--- config.mk ---
export PLATFORM = sky130hd
export DESIGN_NAME = tile_top
export DESIGN_NICKNAME = d
export VERILOG_FILES = /design/src/common/tile_pkg.sv /design/src/common/raster_if.sv /design/src/source/tile_top.sv /design/src/sequencer/plot_sequencer.sv /design/src/sequencer/frame_timer.sv /design/src/source/square_raster.sv /design/src/source/tile_lane.sv
export SDC_FILE = /design/constraint.sdc
export NUM_CORES = 1
export LEC_CHECK = 0
export BUFFER_PORTS_ARGS = -buffer_cell sky130_fd_sc_hd__buf_2
export CAP_MARGIN = 20
export CORE_UTILIZATION = 56
export CTS_CLUSTER_DIAMETER = 80
export DETAILED_ROUTE_END_ITERATION = 12
export GPL_ROUTABILITY_DRIVEN = 0
export PLACE_DENSITY_LB_ADDON = 0.15
export SLEW_MARGIN = 20
export SYNTH_ARGS = -nofsm -noshare
export SYNTH_HDL_FRONTEND = slang
export SYNTH_SLANG_ARGS = --single-unit
export TNS_END_PERCENT = 20
--- constraint.sdc ---
create_clock -name clock -period 2.7 [get_ports clock]
set_input_delay 0.27 -clock clock [delete_from_list [all_inputs] [get_ports clock]]
set_output_delay 0.27 -clock clock [all_outputs]
set_load 0.03 [all_outputs]
--- src/common/tile_pkg.sv ---
`default_nettype none

package tile_pkg;

	// screen coordinate and colour types
	typedef logic [7:0] pixel_x_t;
	typedef logic [6:0] pixel_y_t;

	// one bit per channel, r g b
	typedef logic [2:0] colour_t;

	// offset of a pixel inside one square
	typedef logic [1:0] offset_t;

	typedef logic [4:0] lfsr_t;

	// nonzero seed, the all-zero state locks the lfsr
	localparam lfsr_t LFSR_SEED = 5'h0F;

	// tile geometry in pixels
	localparam int SQUARE_SIZE = 4;
	localparam int ORIGIN_X    = 1;
	localparam int ORIGIN_Y    = 1;

	// one pixel gap between neighbouring slots
	localparam int SLOT_PITCH  = 5;

	localparam colour_t ERASE_COLOUR = 3'b000;

	// frame sequencer states
	typedef enum logic [2:0] {
		IDLE  = 3'd0,
		SHIFT = 3'd1,
		DRAW  = 3'd2,
		HOLD  = 3'd3,
		ERASE = 3'd4
	} seq_state_e;

endpackage

`default_nettype wire
--- src/common/raster_if.sv ---
`timescale 1ns/1ns
`default_nettype none

interface raster_if;
	import tile_pkg::*;

	// one pixel issued this cycle
	logic    step;

	// current offset inside the square
	offset_t dx;
	offset_t dy;

	// offset is (3, 3)
	logic    last;

	modport initiator (
		output step,
		input  dx,
		input  dy,
		input  last
	);

	modport target (
		input  step,
		output dx,
		output dy,
		output last
	);

endinterface

`default_nettype wire

--- src/source/tile_top.sv ---
`timescale 1ns/1ns
`default_nettype none

module tile_top #(
	parameter int NUM_SLOTS   = 8,
	parameter int FRAME_TICKS = 10,
	parameter int CREDITS     = 4
) (
	input  wire                    clock,
	input  wire                    rst_n,
	input  wire                    i_go,
	input  wire tile_pkg::colour_t i_colour,
	input  wire                    i_credit,
	output logic                   o_plot,
	output tile_pkg::pixel_x_t     o_x,
	output tile_pkg::pixel_y_t     o_y,
	output tile_pkg::colour_t      o_colour
);
	logic [NUM_SLOTS-1:0] occupied;
	logic                 shift;

	raster_if raster_link ();

	tile_lane #(
		.NUM_SLOTS(NUM_SLOTS)
	) lane (
		.clock     (clock),
		.rst_n     (rst_n),
		.i_shift   (shift),
		.o_occupied(occupied)
	);

	square_raster raster (
		.clock (clock),
		.rst_n (rst_n),
		.raster(raster_link.target)
	);

	plot_sequencer #(
		.NUM_SLOTS  (NUM_SLOTS),
		.FRAME_TICKS(FRAME_TICKS),
		.CREDITS    (CREDITS)
	) sequencer (
		.clock     (clock),
		.rst_n     (rst_n),
		.i_go      (i_go),
		.i_colour  (i_colour),
		.i_credit  (i_credit),
		.i_occupied(occupied),
		.o_shift   (shift),
		.raster    (raster_link.initiator),
		.o_plot    (o_plot),
		.o_x       (o_x),
		.o_y       (o_y),
		.o_colour  (o_colour)
	);

endmodule

`default_nettype wire

--- src/sequencer/plot_sequencer.sv ---
`timescale 1ns/1ns
`default_nettype none

module plot_sequencer #(
	parameter int NUM_SLOTS   = 8,
	parameter int FRAME_TICKS = 10,
	parameter int CREDITS     = 4
) (
	input  wire                      clock,
	input  wire                      rst_n,
	input  wire                      i_go,
	input  wire tile_pkg::colour_t   i_colour,
	input  wire                      i_credit,
	input  wire [NUM_SLOTS-1:0]      i_occupied,
	output logic                     o_shift,
	raster_if.initiator              raster,
	output logic                     o_plot,
	output tile_pkg::pixel_x_t       o_x,
	output tile_pkg::pixel_y_t       o_y,
	output tile_pkg::colour_t        o_colour
);
	import tile_pkg::*;

	localparam int SW = (NUM_SLOTS > 1) ? $clog2(NUM_SLOTS) : 1;
	localparam int CW = $clog2(CREDITS + 1);

	seq_state_e    state;
	seq_state_e    next_state;
	logic [SW-1:0] slot;
	logic [CW-1:0] credits;
	colour_t       colour_q;
	logic          has_credit;
	logic          issuing;
	logic          slot_done;
	logic          last_slot;
	logic          hold_start;
	logic          hold_done;

	assign has_credit = (credits != '0);
	assign last_slot  = (slot == SW'(NUM_SLOTS - 1));

	// pixel request and end of the current slot
	always_comb begin
		issuing   = 1'b0;
		slot_done = 1'b0;
		case (state)
			DRAW: begin
				// empty slots cost one cycle each
				issuing   = i_occupied[slot];
				slot_done = !i_occupied[slot] || (has_credit && raster.last);
			end
			ERASE: begin
				issuing   = 1'b1;
				slot_done = has_credit && raster.last;
			end
			default: issuing = 1'b0;
		endcase
	end

	always_comb begin
		next_state = state;
		case (state)
			IDLE: if (i_go) next_state = SHIFT;
			SHIFT: next_state = DRAW;
			DRAW: if (slot_done && last_slot) next_state = HOLD;
			HOLD: if (hold_done) next_state = ERASE;
			ERASE: if (slot_done && last_slot) next_state = SHIFT;
			default: next_state = IDLE;
		endcase
	end

	// timer is armed in the last draw cycle so HOLD is exactly FRAME_TICKS long
	assign hold_start = (state == DRAW) && (next_state == HOLD);

	frame_timer #(
		.FRAME_TICKS(FRAME_TICKS)
	) hold_timer (
		.clock    (clock),
		.rst_n    (rst_n),
		.i_start  (hold_start),
		.o_expired(hold_done)
	);

	always_ff @(posedge clock or negedge rst_n) begin
		if (!rst_n) begin
			state <= IDLE;
			slot  <= '0;
		end else begin
			state <= next_state;
			if (slot_done)
				slot <= last_slot ? '0 : slot + 1'b1;
		end
	end

	// colour for the whole frame, taken while the column shifts
	always_ff @(posedge clock) begin
		if (state == SHIFT)
			colour_q <= i_colour;
	end

	// a spend and a return in the same cycle cancel out
	always_ff @(posedge clock or negedge rst_n) begin
		if (!rst_n)
			credits <= CW'(CREDITS);
		else if (o_plot && !i_credit)
			credits <= credits - 1'b1;
		else if (i_credit && !o_plot)
			credits <= credits + 1'b1;
	end

	assign o_shift     = (state == SHIFT);
	assign o_plot      = issuing && has_credit;
	assign raster.step = o_plot;

	// slot origin plus the raster offset
	assign o_x = pixel_x_t'(ORIGIN_X) + pixel_x_t'(raster.dx);
	assign o_y = pixel_y_t'(ORIGIN_Y) + pixel_y_t'(slot) * pixel_y_t'(SLOT_PITCH) +
		pixel_y_t'(raster.dy);
	assign o_colour = (state == ERASE) ? ERASE_COLOUR : colour_q;

	// consumer must not return more credits than pixels it received
	a_credit_bound: assert property (
		@(posedge clock) disable iff (!rst_n)
		credits <= CW'(CREDITS)
	);

	a_plot_has_credit: assert property (
		@(posedge clock) disable iff (!rst_n)
		o_plot |-> credits > '0
	);

	// shift is a single cycle and the draw phase follows it
	a_shift_state: assert property (
		@(posedge clock) disable iff (!rst_n)
		o_shift |-> (state == SHIFT) ##1 (state == DRAW)
	);

endmodule

`default_nettype wire

--- src/sequencer/frame_timer.sv ---
`timescale 1ns/1ns
`default_nettype none

module frame_timer #(
	parameter int FRAME_TICKS = 10
) (
	input  wire  clock,
	input  wire  rst_n,
	input  wire  i_start,
	output logic o_expired
);
	localparam int W = (FRAME_TICKS > 1) ? $clog2(FRAME_TICKS) : 1;

	logic [W-1:0] count;
	logic         running;

	// loaded in the cycle before the hold, counts FRAME_TICKS-1 down to 0
	always_ff @(posedge clock or negedge rst_n) begin
		if (!rst_n) begin
			count   <= '0;
			running <= 1'b0;
		end else if (i_start) begin
			count   <= W'(FRAME_TICKS - 1);
			running <= 1'b1;
		end else if (running) begin
			if (count == '0)
				running <= 1'b0;
			else
				count <= count - 1'b1;
		end
	end

	assign o_expired = running && (count == '0);

endmodule

`default_nettype wire

--- src/source/square_raster.sv ---
`timescale 1ns/1ns
`default_nettype none

module square_raster (
	input wire        clock,
	input wire        rst_n,
	raster_if.target  raster
);
	import tile_pkg::*;

	// low pair is dx and high pair is dy
	logic [3:0] count;

	always_ff @(posedge clock or negedge rst_n) begin
		if (!rst_n) begin
			count <= '0;
		end else if (raster.step) begin
			// wraps to (0, 0) after the final pixel
			count <= count + 1'b1;
		end
	end

	assign raster.dx = count[1:0];
	assign raster.dy = count[3:2];

	assign raster.last = (raster.dx == offset_t'(SQUARE_SIZE - 1)) &&
		(raster.dy == offset_t'(SQUARE_SIZE - 1));

	// the sequencer shares this reset and must stay quiet while it is held
	a_no_step_in_reset: assert property (
		@(posedge clock)
		!rst_n |-> !raster.step
	);

endmodule

`default_nettype wire

--- src/source/tile_lane.sv ---
`timescale 1ns/1ns
`default_nettype none

module tile_lane #(
	parameter int NUM_SLOTS = 8
) (
	input  wire                  clock,
	input  wire                  rst_n,
	input  wire                  i_shift,
	output logic [NUM_SLOTS-1:0] o_occupied
);
	import tile_pkg::*;

	lfsr_t lfsr;
	logic  feedback;

	// taps at bits 4 and 1
	assign feedback = lfsr[4] ^ lfsr[1];

	// the lfsr only steps with the column so each frame sees one value
	always_ff @(posedge clock or negedge rst_n) begin
		if (!rst_n) begin
			lfsr <= LFSR_SEED;
		end else if (i_shift) begin
			lfsr <= {lfsr[3:0], feedback};
		end
	end

	// slot 0 is the top of the column and tiles move towards higher slots
	always_ff @(posedge clock or negedge rst_n) begin
		if (!rst_n) begin
			o_occupied <= '0;
		end else if (i_shift) begin
			o_occupied[0] <= lfsr[4];
			for (int i = 1; i < NUM_SLOTS; i++) begin
				o_occupied[i] <= o_occupied[i-1];
			end
		end
	end

endmodule

`default_nettype wire

==> impl_results.md <==
* Status: finished clean
* Synth top cells by count: dfrtp_1 (26), inv_1 (15), mux2_2 (13)
* Share of synthesized flip-flops with an asynchronous set or reset at 0.912
* Dpl hpwl at approximately 2.2 mm
* WS Path Type: reg -> out
* Overall power at 2190 uW
* Area Growth Syn to Fin at 11.8%
* PwrDens at 1070 nW/um^2
* Ranking of synthesized cells by area: dfrtp_1 (36%), mux2_2 (8.0%), ha_1 (7.5%)
* Final routed DRC violation total at 0
* Core area at 3080 um^2
* Pint at 1200 uW
* Max-cap violations at 0
* Library cells used by synthesis at 35
* Via Count at 1164
* DRT iter0 DRCs at 43
* Worst Hold Depth at 1
* I/O Buffers at 19
* Crit Path Max Fanout at 6
* # fillers at roughly 250
* Hold Path End: sequencer.colour_q[2]$_DFFE_PP_
* Leakage power at 0.00102 uW
* Top-count cell post-synth: dfrtp_1
* Detailed Routing Iterations Pass 1 at 4
* FF-to-FF setup slack at between 0.2 and 0.25 ns
* Minimum clock period at 2.61 ns
* Required @ worst endpoint at 2.43 ns
* Max Clock Skew at 0.0102 ns
* Arrival time worst endpoint at about 2.3 ns
* Initial antenna violation count at 0
* Setup crit end kind: output port
* Clk sinks at 34
* Net Sw Frac at 0.454
* Final core occ at 0.664
* Final hold slack at 0.109 ns
* Worst-path cell chain: buf_4 > fa_1 > ha_2 > inv_1 > fa_2 > inv_1 > buf_2
* RSZ-0062 raised after global routing: true
* Layout cells sized above 1 at 0.293
* Die area at 3500 um^2
* Ys Warns at 0
* Largest area contributor in the netlist: dfrtp_1
* First-pass GRT wire length at 5.20 mm
* Fmax at 384 MHz
* Post-Syn Instances at 153
* RR Endpoint: sequencer.credits[2]$_DFFE_PN1P_
* CP max-delay cell: fa_1
* Setup TNS at 0 ns
* Via-to-Cell Ratio at 5.17
* Max VDD drop at 0.591 mV
* Count of pins over their slew limit at 0
* Reg area at 872 um^2
* Die W at a little under 60 um
* Final Hold Viols at 0
* Antenna cells at 0
* Initial Util at 0.594
* Final #Nets at 201
* Slowest cell delay on critical path at 0.52 ns
* R2R cell count at 11
* Yosys top cell area share at 0.356
* Crit path launch type: flop
* CTS Root Cell: clkbuf_4
* Syn Area/Cell at 11.9 um^2
* WL final at 2.93 mm
* Setup Viol. Count Final at 0
* #FFs+latches synth at 34
* Fin crit share at 0.965
* Cell mode on critical path: inv_1
* Clock transition at the registers of the reported paths at 0.10 ns
* Pre-CTS WS at 0.266 ns
* Ports at 26
* CTS tree: done
* All-Layer GR Usage at 0.206
* Core Rows at 20
* Antenna viol nets, final at 0
* Cell area after synthesis at 1830 um^2
* Sequential element share of the synthesized area at 0.477
* Net Sw Power at 996 uW
* Area of the multi-input gates at 868 um^2
* Clk Latency, worst-skew pair at 0.34 ns
* Min-Delay Startpoint: i_colour[2]
* Normalized max-slew margin at 0.549
* H-tree depth at 2
* Max Root-Sink Buffers at 2
* Tightest Pin Transition at 0.676 ns
* Reg2reg start: sequencer.slot[0]$_DFFE_PN0P_
* Avg WL per Cell at 13.0 um
* Clock power frac at 0.136
* EDFF count, synth at 3
* Aggregate global routing overflow at 0
* Flop pwr share at 0.319
* Number of global-route vias before repair at 1180
* Comb power frac at 0.546
* CTS buffer count at 5
* Die Y at 59.1 um
* Setup WS post-layout at roughly 0.093 ns
* Main synth FF type: dfrtp_1
* Largest net degree at the start of global routing at 32
* HP Class: in -> reg
==> registers in the layout, summed over array words and instances (netlist names) <==
register,cells
lane.lfsr,5
lane.o_occupied,8
raster.count,4
sequencer.colour_q,3
sequencer.credits,3
sequencer.hold_timer.count,4
sequencer.hold_timer.running,1
sequencer.slot,3
sequencer.state,3
==> power by group through the flow <==
stage | Clock [uW] | Sequential, uW | Combinational (uW)
finish | 298 | 699 | 1200
floorplan | 0 | 694 | 914
global placement | 0 | 707 | 1120
CTS | 305 | 698 | 1200
global route | 327 | 714 | 1330
detailed placement | 0 | 714 | 1160
==> layout make-up <==
class | instances | share of cell area
Sequential cell | 34 | 0.427
Multi-Input combinational cell | 101 | 0.425
Timing Repair Buffer | 23 | 0.0649
Inverter | 15 | 0.0275
Clock buffer | 7 | 0.0269
Tap cell | 44 | 0.0269
Clock inverter | 1 | 0.00245
==> per-stage QoR <==
| stage | instances | area, um^2 |
|---|---|---|
| after floorplan | 158 | 1850 |
| after global placement | 215 | 1960 |
| after detailed placement | 215 | 1960 |
| after CTS | 225 | 2040 |
| after global routing | 225 | 2040 |
| final | 225 | 2040 |
==> worst max-delay path, delay by kind of cell (launching register included) <==
family                     cells  cell delay (ns)
DFF                            1             0.39
adders and majority gates      3             1.21
buffers and inverters          4             0.40
==> cell families after synthesis <==
group | Yosys count | share of synthesized area
buffers and inverters | 23 | 0.0609
flip-flops | 34 | 0.477
other | 1 | 0.00205
XOR/XNOR | 12 | 0.0575
AO/OA/AOI/OAI | 13 | 0.0500
multiplexers | 22 | 0.146
adder cells (fa/ha/maj) | 14 | 0.108
AND/OR/NAND/NOR | 34 | 0.0986
==> timing repair <==
item	in CTS	in global routing
hold buffers	1	0
gates cloned	0	0
buffers inserted	1	0
resized for setup	2	2
pin swaps	0	0
setup endpoints to repair	2	2
endpoints found under the hold margin	26	0
==> cell usage in the layout, fill, tap and decap left out, types with 4 or more instances in the layout <==
| master | Yosys | final |
|---|---|---|
| and2_1 | 4 | 4 |
| buf_4 | 6 | 5 |
| buf_2 | 2 | 17 |
| conb_1 | 1 | 6 |
| dfrtp_1 | 26 | 26 |
| xnor2_1 | 9 | 9 |
| mux2_1 | 4 | 4 |
| clkbuf_4 | 0 | 5 |
| dfstp_2 | 5 | 5 |
| ha_1 | 11 | 10 |
| nand2_1 | 10 | 10 |
| nor3_1 | 6 | 6 |
| inv_1 | 15 | 15 |
| nor2_1 | 4 | 4 |
| mux2_2 | 13 | 13 |
==> worst max-delay path by stage <==
stage	startpoint	endpoint	slack (ns)
global placement	sequencer.slot[0]$_DFFE_PN0P_	sequencer.credits[1]$_DFFE_PN0P_	0.38
global route	sequencer.slot[0]$_DFFE_PN0P_	o_y[2]	-0.004
CTS	sequencer.slot[0]$_DFFE_PN0P_	o_y[3]	0.03
floorplan	sequencer.slot[0]$_DFFE_PN0P_	sequencer.credits[1]$_DFFE_PN0P_	0.14
finish	sequencer.slot[0]$_DFFE_PN0P_	o_y[2]	0.09
detailed placement	sequencer.slot[0]$_DFFE_PN0P_	sequencer.credits[2]$_DFFE_PN1P_	0.27
==> layer usage <==
| layer | vias up | global-route usage | part of all wire |
|---|---|---|---|
| li1 | 567 | - | - |
| met1 | 557 | 0.257 | 0.47 |
| met2 | 34 | 0.338 | 0.46 |
| met3 | 6 | 0.0611 | 0.045 |
| met4 | 0 | 0.0816 | 0.017 |
| met5 | - | 0 | 0 |
(Power assumes the default switching activity.)
